==> config.mk <==
export PLATFORM = sky130hd
export DESIGN_NAME = rob_top
export DESIGN_NICKNAME = d
export VERILOG_FILES = /design/src/source/rob_types_pkg.sv /design/src/source/rob_msg_pkg.sv /design/src/source/rob_commit_fsm.sv /design/src/source/rob_entry_array.sv /design/src/source/rob_ptr_ctrl.sv /design/src/source/rob_top.sv
export SDC_FILE = /design/constraint.sdc
export NUM_CORES = 1
export LEC_CHECK = 0
export ABC_AREA = 1
export BUFFER_PORTS_ARGS = -buffer_cell sky130_fd_sc_hd__buf_4
export CAP_MARGIN = 25
export CORE_MARGIN = 2
export CORE_UTILIZATION = 35
export DETAILED_ROUTE_END_ITERATION = 7
export PLACE_DENSITY = 0.53
export SETUP_SLACK_MARGIN = 0.05
export SLEW_MARGIN = 0
export SYNTH_ARGS = -nofsm -noshare
export SYNTH_HDL_FRONTEND = slang
export SYNTH_SLANG_ARGS = --single-unit
==> constraint.sdc <==
create_clock -name clk -period 3.6 [get_ports clk]
set_input_delay 0.54 -clock clk [delete_from_list [all_inputs] [get_ports clk]]
set_output_delay 0.54 -clock clk [all_outputs]
set_load 0.02 [all_outputs]
==> src/source/rob_types_pkg.sv <==
`default_nettype none

package rob_types_pkg;

    // reorder buffer entry number, wide enough for a depth of 32
    typedef logic [4:0] tag_t;

    // architectural register number
    typedef logic [4:0] reg_name_t;

    // result value
    typedef logic [31:0] data_t;

    // instruction address
    typedef logic [31:0] addr_t;

    // retire state machine
    typedef enum logic [1:0] {
        ST_RUN        = 2'd0,
        ST_STORE_WAIT = 2'd1,
        ST_FLUSH      = 2'd2
    } rob_state_t;

endpackage

`default_nettype wire

==> src/source/rob_msg_pkg.sv <==
`default_nettype none

package rob_msg_pkg;

    import rob_types_pkg::*;

    // from decode, in program order
    typedef struct packed {
        reg_name_t rd;
        logic      is_store;
        logic      pred_taken;
    } rob_alloc_t;

    // from execution or the store buffer, any order
    typedef struct packed {
        tag_t  tag;
        data_t data;
        logic  actual_taken;
        addr_t target;
    } rob_complete_t;

    // head slot as seen by the commit FSM
    typedef struct packed {
        logic      done;
        logic      is_store;
        logic      pred_taken;
        logic      actual_taken;
        reg_name_t rd;
        data_t     data;
        addr_t     target;
    } rob_entry_t;

    // register file write on retire
    typedef struct packed {
        tag_t      tag;
        reg_name_t rd;
        data_t     data;
    } rob_retire_t;

endpackage

`default_nettype wire

==> src/source/rob_commit_fsm.sv <==
`timescale 1ns/1ps
`default_nettype none

module rob_commit_fsm
    import rob_types_pkg::*;
    import rob_msg_pkg::*;
(
    input  wire logic       clk,
    input  wire logic       rst_n,
    input  wire tag_t       head,
    input  wire logic       head_valid,
    input  wire rob_entry_t head_entry,
    input  wire logic       store_ack,
    output logic            pop,
    output logic            flush,
    output logic            alloc_block,
    output logic            retire_valid,
    output rob_retire_t     retire,
    output logic            store_release_valid,
    output tag_t            store_tag,
    output logic            redirect_valid,
    output addr_t           redirect_pc
);

    rob_state_t state_q;
    rob_state_t state_d;

    logic head_ready;
    logic mispredict;

    assign head_ready = head_valid && head_entry.done;
    assign mispredict = head_entry.pred_taken != head_entry.actual_taken;

    always_ff @(posedge clk or negedge rst_n) begin
        if (!rst_n) begin
            state_q <= ST_RUN;
        end else begin
            state_q <= state_d;
        end
    end

    always_comb begin
        state_d             = state_q;
        pop                 = 1'b0;
        flush               = 1'b0;
        alloc_block         = 1'b0;
        retire_valid        = 1'b0;
        store_release_valid = 1'b0;
        redirect_valid      = 1'b0;

        case (state_q)
            ST_RUN: begin
                if (head_ready) begin
                    if (head_entry.is_store) begin
                        // hand the store over, keep it at the head until acked
                        store_release_valid = 1'b1;
                        state_d             = ST_STORE_WAIT;
                    end else if (mispredict) begin
                        retire_valid   = 1'b1;
                        redirect_valid = 1'b1;
                        pop            = 1'b1;
                        state_d        = ST_FLUSH;
                    end else begin
                        retire_valid = 1'b1;
                        pop          = 1'b1;
                    end
                end
            end

            ST_STORE_WAIT: begin
                if (store_ack) begin
                    pop     = 1'b1;
                    state_d = ST_RUN;
                end
            end

            ST_FLUSH: begin
                // one cycle, drops everything younger than the branch
                flush       = 1'b1;
                alloc_block = 1'b1;
                state_d     = ST_RUN;
            end

            default: begin
                state_d = ST_RUN;
            end
        endcase
    end

    // payload follows the head slot, qualified by the strobes
    assign retire.tag  = head;
    assign retire.rd   = head_entry.rd;
    assign retire.data = head_entry.data;
    assign store_tag   = head;
    assign redirect_pc = head_entry.target;

    a_ack_in_wait: assert property (@(posedge clk) disable iff (!rst_n)
        store_ack |-> state_q == ST_STORE_WAIT);

endmodule

`default_nettype wire

==> src/source/rob_entry_array.sv <==
`timescale 1ns/1ps
`default_nettype none

module rob_entry_array
    import rob_types_pkg::*;
    import rob_msg_pkg::*;
#(
    parameter int ROB_DEPTH = 16
) (
    input  wire logic          clk,
    input  wire logic          rst_n,
    input  wire logic          alloc_we,
    input  wire tag_t          alloc_tag,
    input  wire rob_alloc_t    alloc,
    input  wire logic          complete_valid,
    input  wire rob_complete_t complete,
    input  wire tag_t          head,
    input  wire logic          pop,
    input  wire logic          flush,
    output rob_entry_t         head_entry,
    output logic               head_valid
);

    localparam int IDX_W = $clog2(ROB_DEPTH);

    logic [ROB_DEPTH-1:0] valid_q;
    rob_entry_t           entries [ROB_DEPTH];

    logic [IDX_W-1:0] alloc_idx;
    logic [IDX_W-1:0] cmp_idx;
    logic [IDX_W-1:0] head_idx;

    assign alloc_idx = alloc_tag[IDX_W-1:0];
    assign cmp_idx   = complete.tag[IDX_W-1:0];
    assign head_idx  = head[IDX_W-1:0];

    // live slot bits
    always_ff @(posedge clk or negedge rst_n) begin
        if (!rst_n) begin
            valid_q <= '0;
        end else if (flush) begin
            valid_q <= '0;
        end else begin
            if (pop) begin
                valid_q[head_idx] <= 1'b0;
            end
            if (alloc_we) begin
                valid_q[alloc_idx] <= 1'b1;
            end
        end
    end

    // payload storage
    always_ff @(posedge clk) begin
        if (alloc_we) begin
            entries[alloc_idx].done       <= 1'b0;
            entries[alloc_idx].is_store   <= alloc.is_store;
            entries[alloc_idx].pred_taken <= alloc.pred_taken;
            entries[alloc_idx].rd         <= alloc.rd;
        end
        // result fields arrive later, from execute or the store buffer
        if (complete_valid) begin
            entries[cmp_idx].done         <= 1'b1;
            entries[cmp_idx].data         <= complete.data;
            entries[cmp_idx].actual_taken <= complete.actual_taken;
            entries[cmp_idx].target       <= complete.target;
        end
    end

    assign head_valid = valid_q[head_idx];
    assign head_entry = entries[head_idx];

    // completions must name a slot that is still in flight
    a_complete_live: assert property (@(posedge clk) disable iff (!rst_n)
        complete_valid |-> (int'(complete.tag) < ROB_DEPTH) && valid_q[cmp_idx]);

endmodule

`default_nettype wire

==> src/source/rob_ptr_ctrl.sv <==
`timescale 1ns/1ps
`default_nettype none

module rob_ptr_ctrl
    import rob_types_pkg::*;
#(
    parameter int ROB_DEPTH = 16
) (
    input  wire logic clk,
    input  wire logic rst_n,
    input  wire logic alloc_valid,
    input  wire logic alloc_block,
    input  wire logic pop,
    input  wire logic flush,
    output logic      alloc_ack,
    output tag_t      head,
    output tag_t      tail,
    output logic      full,
    output logic      empty
);

    localparam int CNT_W = $clog2(ROB_DEPTH) + 1;

    tag_t             head_q;
    tag_t             tail_q;
    logic [CNT_W-1:0] count_q;

    // pointers wrap at the configured depth, not at the tag width
    function automatic tag_t ptr_inc(input tag_t ptr);
        if (ptr == tag_t'(ROB_DEPTH - 1)) begin
            return '0;
        end
        return ptr + 5'd1;
    endfunction

    assign full      = (count_q == CNT_W'(ROB_DEPTH));
    assign empty     = (count_q == '0);
    assign alloc_ack = alloc_valid && !full && !alloc_block;
    assign head      = head_q;
    assign tail      = tail_q;

    always_ff @(posedge clk or negedge rst_n) begin
        if (!rst_n) begin
            head_q  <= '0;
            tail_q  <= '0;
            count_q <= '0;
        end else if (flush) begin
            head_q  <= '0;
            tail_q  <= '0;
            count_q <= '0;
        end else begin
            if (alloc_ack) begin
                tail_q <= ptr_inc(tail_q);
            end
            if (pop) begin
                head_q <= ptr_inc(head_q);
            end
            // alloc and pop together leave the count alone
            if (alloc_ack && !pop) begin
                count_q <= count_q + CNT_W'(1);
            end else if (pop && !alloc_ack) begin
                count_q <= count_q - CNT_W'(1);
            end
        end
    end

    a_count_bound: assert property (@(posedge clk) disable iff (!rst_n)
        count_q <= CNT_W'(ROB_DEPTH));

    a_no_pop_empty: assert property (@(posedge clk) disable iff (!rst_n)
        pop |-> !empty);

endmodule

`default_nettype wire

==> src/source/rob_top.sv <==
`timescale 1ns/1ps
`default_nettype none

module rob_top
    import rob_types_pkg::*;
    import rob_msg_pkg::*;
#(
    parameter int ROB_DEPTH = 16
) (
    input  wire logic          clk,
    input  wire logic          rst_n,
    input  wire logic          alloc_valid,
    input  wire rob_alloc_t    alloc,
    output logic               alloc_ack,
    output tag_t               alloc_tag,
    output logic               full,
    input  wire logic          complete_valid,
    input  wire rob_complete_t complete,
    input  wire logic          store_ack,
    output logic               retire_valid,
    output rob_retire_t        retire,
    output logic               store_release_valid,
    output tag_t               store_tag,
    output logic               redirect_valid,
    output addr_t              redirect_pc
);

    tag_t       head;
    logic       pop;
    logic       flush;
    logic       alloc_block;
    logic       head_valid;
    rob_entry_t head_entry;

    // empty only feeds the pointer block's own checks
    rob_ptr_ctrl #(.ROB_DEPTH(ROB_DEPTH)) u_ptr (
        .clk         (clk),
        .rst_n       (rst_n),
        .alloc_valid (alloc_valid),
        .alloc_block (alloc_block),
        .pop         (pop),
        .flush       (flush),
        .alloc_ack   (alloc_ack),
        .head        (head),
        .tail        (alloc_tag),
        .full        (full),
        .empty       ()
    );

    rob_entry_array #(.ROB_DEPTH(ROB_DEPTH)) u_entries (
        .clk            (clk),
        .rst_n          (rst_n),
        .alloc_we       (alloc_ack),
        .alloc_tag      (alloc_tag),
        .alloc          (alloc),
        .complete_valid (complete_valid),
        .complete       (complete),
        .head           (head),
        .pop            (pop),
        .flush          (flush),
        .head_entry     (head_entry),
        .head_valid     (head_valid)
    );

    rob_commit_fsm u_commit (
        .clk                 (clk),
        .rst_n               (rst_n),
        .head                (head),
        .head_valid          (head_valid),
        .head_entry          (head_entry),
        .store_ack           (store_ack),
        .pop                 (pop),
        .flush               (flush),
        .alloc_block         (alloc_block),
        .retire_valid        (retire_valid),
        .retire              (retire),
        .store_release_valid (store_release_valid),
        .store_tag           (store_tag),
        .redirect_valid      (redirect_valid),
        .redirect_pc         (redirect_pc)
    );

endmodule

`default_nettype wire

== Word-level counts from Yosys, hierarchy flattened ==
Memories as Yosys holds them, arrays and structs flattened.
Cells that the tools add are included.

* Flip-flop bits (word level): 33
* RAM bits: 1168
* Bits of input ports: 82
* Output and inout port bits: 89
* Logic and storage cells: 91
* Memories: 1

{| class="wikitable"
|+ Memories
! memory !! words !! width !! read ports !! clocked after Yosys merged registers in !! write ports !! line !! source
|-
| u_entries.entries || 16 || 73 || 1 || 0 || 2 || rob_entry_array.sv:27 || <nowiki>rob_entry_t entries [ROB_DEPTH];</nowiki>
|}

* $add $sub $neg: 4
* Magnitude comparators: 4
* Equality and inequality tests: 9
* Muxes and demuxes: 49
* Bitwise gates (word level): 3
* Reduce and logical (&&, ||, !) cells: 16

{| class="wikitable"
|+ Operator list
! cell !! number
|-
| two-way mux 16 bit || 4
|-
| two-way mux 5 bit || 11
|-
| two-way mux 1 bit || 25
|-
| AND 16 bit || 1
|-
| NOT 16 bit || 1
|-
| OR 16 bit || 1
|-
| adder 5 x 1 -> 5 bit (second input constant) || 3
|-
| == test 5 x 4 -> 1 bit (second input constant) || 2
|-
| less-than comparator 4 x 5 -> 1 bit (second input constant) || 2
|-
| demux 1 bit (select 4 bit) || 2
|-
| greater-or-equal comparator 4 x 1 -> 1 bit (second input constant) || 2
|-
| two-way mux 2 bit || 4
|-
| logical AND 1 bit || 7
|-
| == test 5 bit (second input constant) || 1
|-
| subtractor 5 x 1 -> 5 bit (second input constant) || 1
|-
| binary-select mux 1 bit (select 4 bit) || 1
|-
| zero test 1 bit || 4
|-
| case mux 2 bit (2 select lines) || 1
|-
| nonzero test 2 bit || 2
|-
| inequality test 3 x 2 -> 1 bit (second input constant) || 1
|-
| AND reduction 3 bit || 1
|-
| nonzero test 3 bit || 1
|-
| == test 2 x 1 -> 1 bit (second input constant) || 1
|-
| == test 2 bit (second input constant) || 1
|-
| other kinds (5) || 5
|}

== Logic depth before layout (Yosys ltp) ==
* Depth in word-level cells: 11
* Mapped depth: 20
* Gate-level depth less buffers: 19

== Modules after synthesis ==
From an unflattened synthesis, not the netlist that was laid out.

* Cells, all modules: 5123
* Area total of the unflattened synthesis: 51419.3 µm²

{| class="wikitable"
|+ By module, submodules not included
! module !! times used !! cells each !! area each (µm²)
|-
| rob_entry_array || 1 || 4905 || 49728.9
|-
| rob_ptr_ctrl || 1 || 114 || 944.7
|-
| rob_commit_fsm || 1 || 104 || 745.7
|}

== Worst setup path before layout ==
OpenSTA, ideal clock, no wires.

* Path kind: input to register
* Start: input complete[68] (netlist bit)
* End: memory u_entries.entries[5][0] (netlist bit) (enable)
* Arrival: 3550 ps
* Required time: 3112 ps
* Path slack: -438 ps
* Stages on the path: 3
* Cells stage by stage: inv_1 > nand3_1 > nor2_1

{| class="wikitable"
|+ RTL lines
! element !! line !! source
|-
| start: declaration || rob_top.sv:18 || <nowiki>input wire rob_complete_t complete,</nowiki>
|-
| end: declaration || rob_entry_array.sv:27 ||
|}

== Final worst setup path ==
* Start: register u_ptr.head_q[0], in the netlist u_ptr.head[0]
* End: output redirect_valid

* Longest elaborated chain between the ends: 6

{| class="wikitable"
|+ Ends and longest elaborated chain
! element !! line !! source
|-
| start: declaration || rob_ptr_ctrl.sv:24 || <nowiki>tag_t head_q;</nowiki>
|-
| start signal: assignment || rob_ptr_ctrl.sv:56 || <nowiki>head_q <= ptr_inc(head_q);</nowiki>
|-
| memory read (16 x 73 bit) || - ||
|-
| inequality test 1 bit || rob_commit_fsm.sv:32 || <nowiki>assign mispredict = head_entry.pred_taken != head_entry.actual_taken;</nowiki>
|-
| two-way mux 1 bit || rob_commit_fsm.sv:58 || <nowiki>end else if (mispredict) begin</nowiki>
|-
| two-way mux 1 bit || rob_commit_fsm.sv:54 || <nowiki>if (head_entry.is_store) begin</nowiki>
|-
| two-way mux 1 bit * || rob_commit_fsm.sv:53 || <nowiki>if (head_ready) begin</nowiki>
|-
| two-way mux 1 bit * || rob_commit_fsm.sv:51 || <nowiki>case (state_q)</nowiki>
|-
| end: declaration || rob_top.sv:24 || <nowiki>output logic redirect_valid,</nowiki>
|}

Mark *: on every way between the ends. The rest lies on a longest branch, timed or not. The select of a mux whose other input is x is not followed.

==> impl_metrics.py <==
metrics = {
    "timing": {
        "slew_headroom_pct": 48.1,
        "slew_viol_final": 0,
        "worst_slew_pin_slew_ns": 0.775,
        "timing.hold.ws_ns": 0.0844,
        "fmax_mhz": 291,
        "rsz0062_at_grt": "yes",
        "period_minus_slack_ns": 3.44,
        "hold_viol": 0,
        "finalSetupViolations": 0,
        "skew_ns": 0.0254,
        "fin_crit_sh_pct": 95.5,
    },
    "yosys": {
        "yosys_warnings": 0,
        "synth_most_common_cell": "edfxtp_1",
        "ys_types": 28,
        "synth_edf_count": 1152,
        "ys_seq_elements": 1201,
        "syn_inst": 3623,
        "synthTopCellsByArea": "edfxtp_1, o21ai_0, nor2_1",
        "yosys_most_used_dff": "edfxtp_1",
        "yosys.area.top_type_share_pct": 73.8,
        "async_flop_share_pct": 2.75,
        "syn_avg_cell_area_um2": 12.9,
        "seq_area_frac_synth_pct": 76.2,
        "synth_fp_nets": 3719,
        "synth_area_um2": 46900,
        "synth.top_cells.by_count": "edfxtp_1, nor2_1, o21ai_0",
        "yosysTopAreaCell": "edfxtp_1",
    },
    "pwr": {
        "clockPowerShare_pct": 28.6,
        "switching_share_pct": 35.9,
        "pwr-share-seq_pct": 36.9,
        "netSwitchingPower_mw": 15.8,
        "cellPowerDensity_nw_per_um2": 795,
        "internal_power_mw": 28.2,
        "vdd_drop_max_mv": 0.561,
        "power.static_leakage_nw": 18.4,
        "pwr-share-comb_pct": 34.5,
    },
    "global_route": {
        "grt_pass1_wl_um": 191000,
        "grt_overflow": 0,
        "grt_pass1_vias": 28500,
        "grt_usage_pct": 19.0,
        "grt_max_degree": 126,
        "antenna_found_initial": 16,
    },
    "critical_path": {
        "startpoint": "u_ptr.head[0]",
        "critPathLaunchType": "flop",
        "cp_max_fo": 28,
        "crit_type": "flop to primary output",
        "worstPathArrival_ns": 2.90,
        "worstReg2RegStart": "u_ptr.head[0]",
        "endpoint_kind": "primary output",
        "required_ns": 3.06,
    },
    "clocking": {
        "root_buffer": "clkbuf_16",
        "cts_tree": "yes",
        "clk_latency_ns": 0.75,
        "clk_pin_slew_worst_paths_ns": 0.06,
        "ctsLongestPathBuffers": 3,
        "cts_buffers": 131,
        "clock-sinks": 1201,
        "ctsHtreeMaxLevel": 4,
    },
    "final_layout": {
        "final_nets": 3898,
        "syn_to_final_growth_pct": 18.0,
        "fin_util_pct": 41.5,
        "finalNonFillerCells": 5670,
        "drive_gt1_share_pct": 12.5,
    },
    "placement": {
        "io_buffers": 169,
        "placed_cells": 5415,
        "gp_congestion": 0.770,
        "place_hpwl_um": 63900,
    },
    "detailed_routing": {
        "drtIter0Drc": 3071,
        "ant_nets": 0,
        "vias": 29900,
        "post-route-drc-count": 0,
        "viasPerCell": 5.28,
        "wl_per_cell_um": 23.4,
        "firstDrtPassIters": 5,
        "routed_wl_um": 133000,
    },
    "status": {
        "outcome": "complete, no violations",
    },
    "run": {
        "drv_cap": 0,
    },
    "die": {
        "die_x_um": 370,
        "initial_core_util_pct": 35.2,
        "io_pins": 171,
        "die_y_um": 370,
        "rows": 134,
        "core_area_um2": 133000,
        "dieArea_um2": 137000,
    },
    "worst_hold_path": {
        "hp-start": "complete[10]",
        "worstHoldPathType": "primary input to flop",
    },
}
## per-stage QoR
| stage | total power, mW | TNS [ns] | worst slack [ns] | area, um2 |
|---|---|---|---|---|
| 6_report | 44.0 | 0 | 0.163 | 55400 |
| 5_1_grt | 46.3 | 0 | 0.0385 | 55400 |
| 4_1_cts | 44.3 | 0 | 0.0236 | 55200 |
| 3_5_place_dp | 30.7 | 0 | 0.465 | 50700 |
| 3_3_place_gp | 30.7 | 0 | 0.483 | 50700 |
| 2_1_floorplan | 25.3 | -168.04 | -0.438 | 46900 |
## sequential cells by signal (all words and copies together) (netlist names)
signal / count
u_entries.valid_q: 16
u_ptr.head: 5
u_ptr.tail: 5
u_commit.state_q: 2
u_entries.entries: 1168
u_ptr.count_q: 5
## per-layer routing
| metal | vias to the layer above | global-route usage [%] | part of all wire [%] |
|---|---|---|---|
| met3 | 230 | 3.52 | 5.5 |
| met5 | - | 0 | 0.055 |
| li1 | 13600 | - | - |
| met2 | 884 | 31.6 | 49 |
| met4 | 12 | 6.71 | 2.8 |
| met1 | 15100 | 24.9 | 43 |
## final cells by class
cell class,instances,area (um2)
timing repair inverter,1,11.3
timing repair buffer,283,3030
antenna,5,12.5
inverter,85,377
multi-input combinational,2099,9980
fill,12400,77900
clock buffer,167,3460
tap,1768,2210
clock inverter,61,531
sequential,1201,35700
## cell families (layout without fill, tap and decap cells)
kind of cell	Yosys count	after routing	synth area share (%)
adder cells (fa/ha/maj)	14	14	0.390
AO/OA/AOI/OAI	904	904	10.5
XOR/XNOR	8	8	0.149
AND/OR/NAND/NOR	1173	1173	9.91
other	0	5	0
flip-flops	1201	1201	76.2
buffers and inverters	323	597	2.87
## cells in the final DEF (no fill, tap or decap), types with 16 or more instances in the layout
master / netlist / routed
nor2_4: 0 / 18
clkinv_1: 0 / 28
inv_1: 81 / 79
nor2_1: 635 / 615
nand3_1: 38 / 38
a21oi_1: 16 / 16
buf_12: 0 / 24
buf_4: 13 / 221
dfrtp_1: 33 / 29
dfxtp_1: 16 / 16
edfxtp_1: 1152 / 1152
o21ai_0: 578 / 577
buf_16: 0 / 16
nand2_1: 421 / 421
clkbuf_16: 0 / 135
nand4_1: 72 / 72
o22ai_1: 304 / 304
clkbuf_1: 173 / 34
## timing repair
| action | CTS | global route |
|---|---|---|
| hold endpoints to repair | 34 | 0 |
| pin swaps | 2 | 3 |
| buffers inserted | 5 | 2 |
| gates resized for setup | 27 | 15 |
| cloned | 10 | 3 |
| hold buffers | 2 | 0 |
| setup endpoints to repair | 61 | 28 |
## path summary, 6_finish.rpt
| kind | to | slack (ns) | cells after the start |
|---|---|---|---|
| worst max-delay path | redirect_valid | 0.16 | 9 |
| max in group asynchronous | u_ptr.head[1] | 2.91 | 2 |
| min in group asynchronous | u_ptr.count_q[3] | 0.30 | 2 |
| worst max register to register | u_ptr.count_q[4] | 0.42 | 19 |
| worst min-delay path | u_entries.entries[2][10] | 0.08 | 1 |
| worst min register to register | u_entries.entries[1][72] | 0.47 | 2 |
## power by group through the flow
stage / clock, mW / combinational [mW] / sequential, mW
global placement: 0 / 14.2 / 16.5
detailed placement: 0 / 14.2 / 16.5
floorplan: 0 / 8.87 / 16.5
CTS: 12.9 / 15.2 / 16.2
finish: 12.6 / 15.2 / 16.2
global route: 13.4 / 16.6 / 16.3
## worst max-delay path: stages, from the launching register on
cell	delay, ns
dfrtp_4	0.56
buf_4	0.19
bufbuf_16	0.32
nor2_1	0.12
o22ai_1	0.08
nand2_1	0.06
nand4_1	0.20
xnor2_2	0.36
nor2_1	0.08
buf_4	0.17
Note: power is estimated with default switching activity, not from simulation.
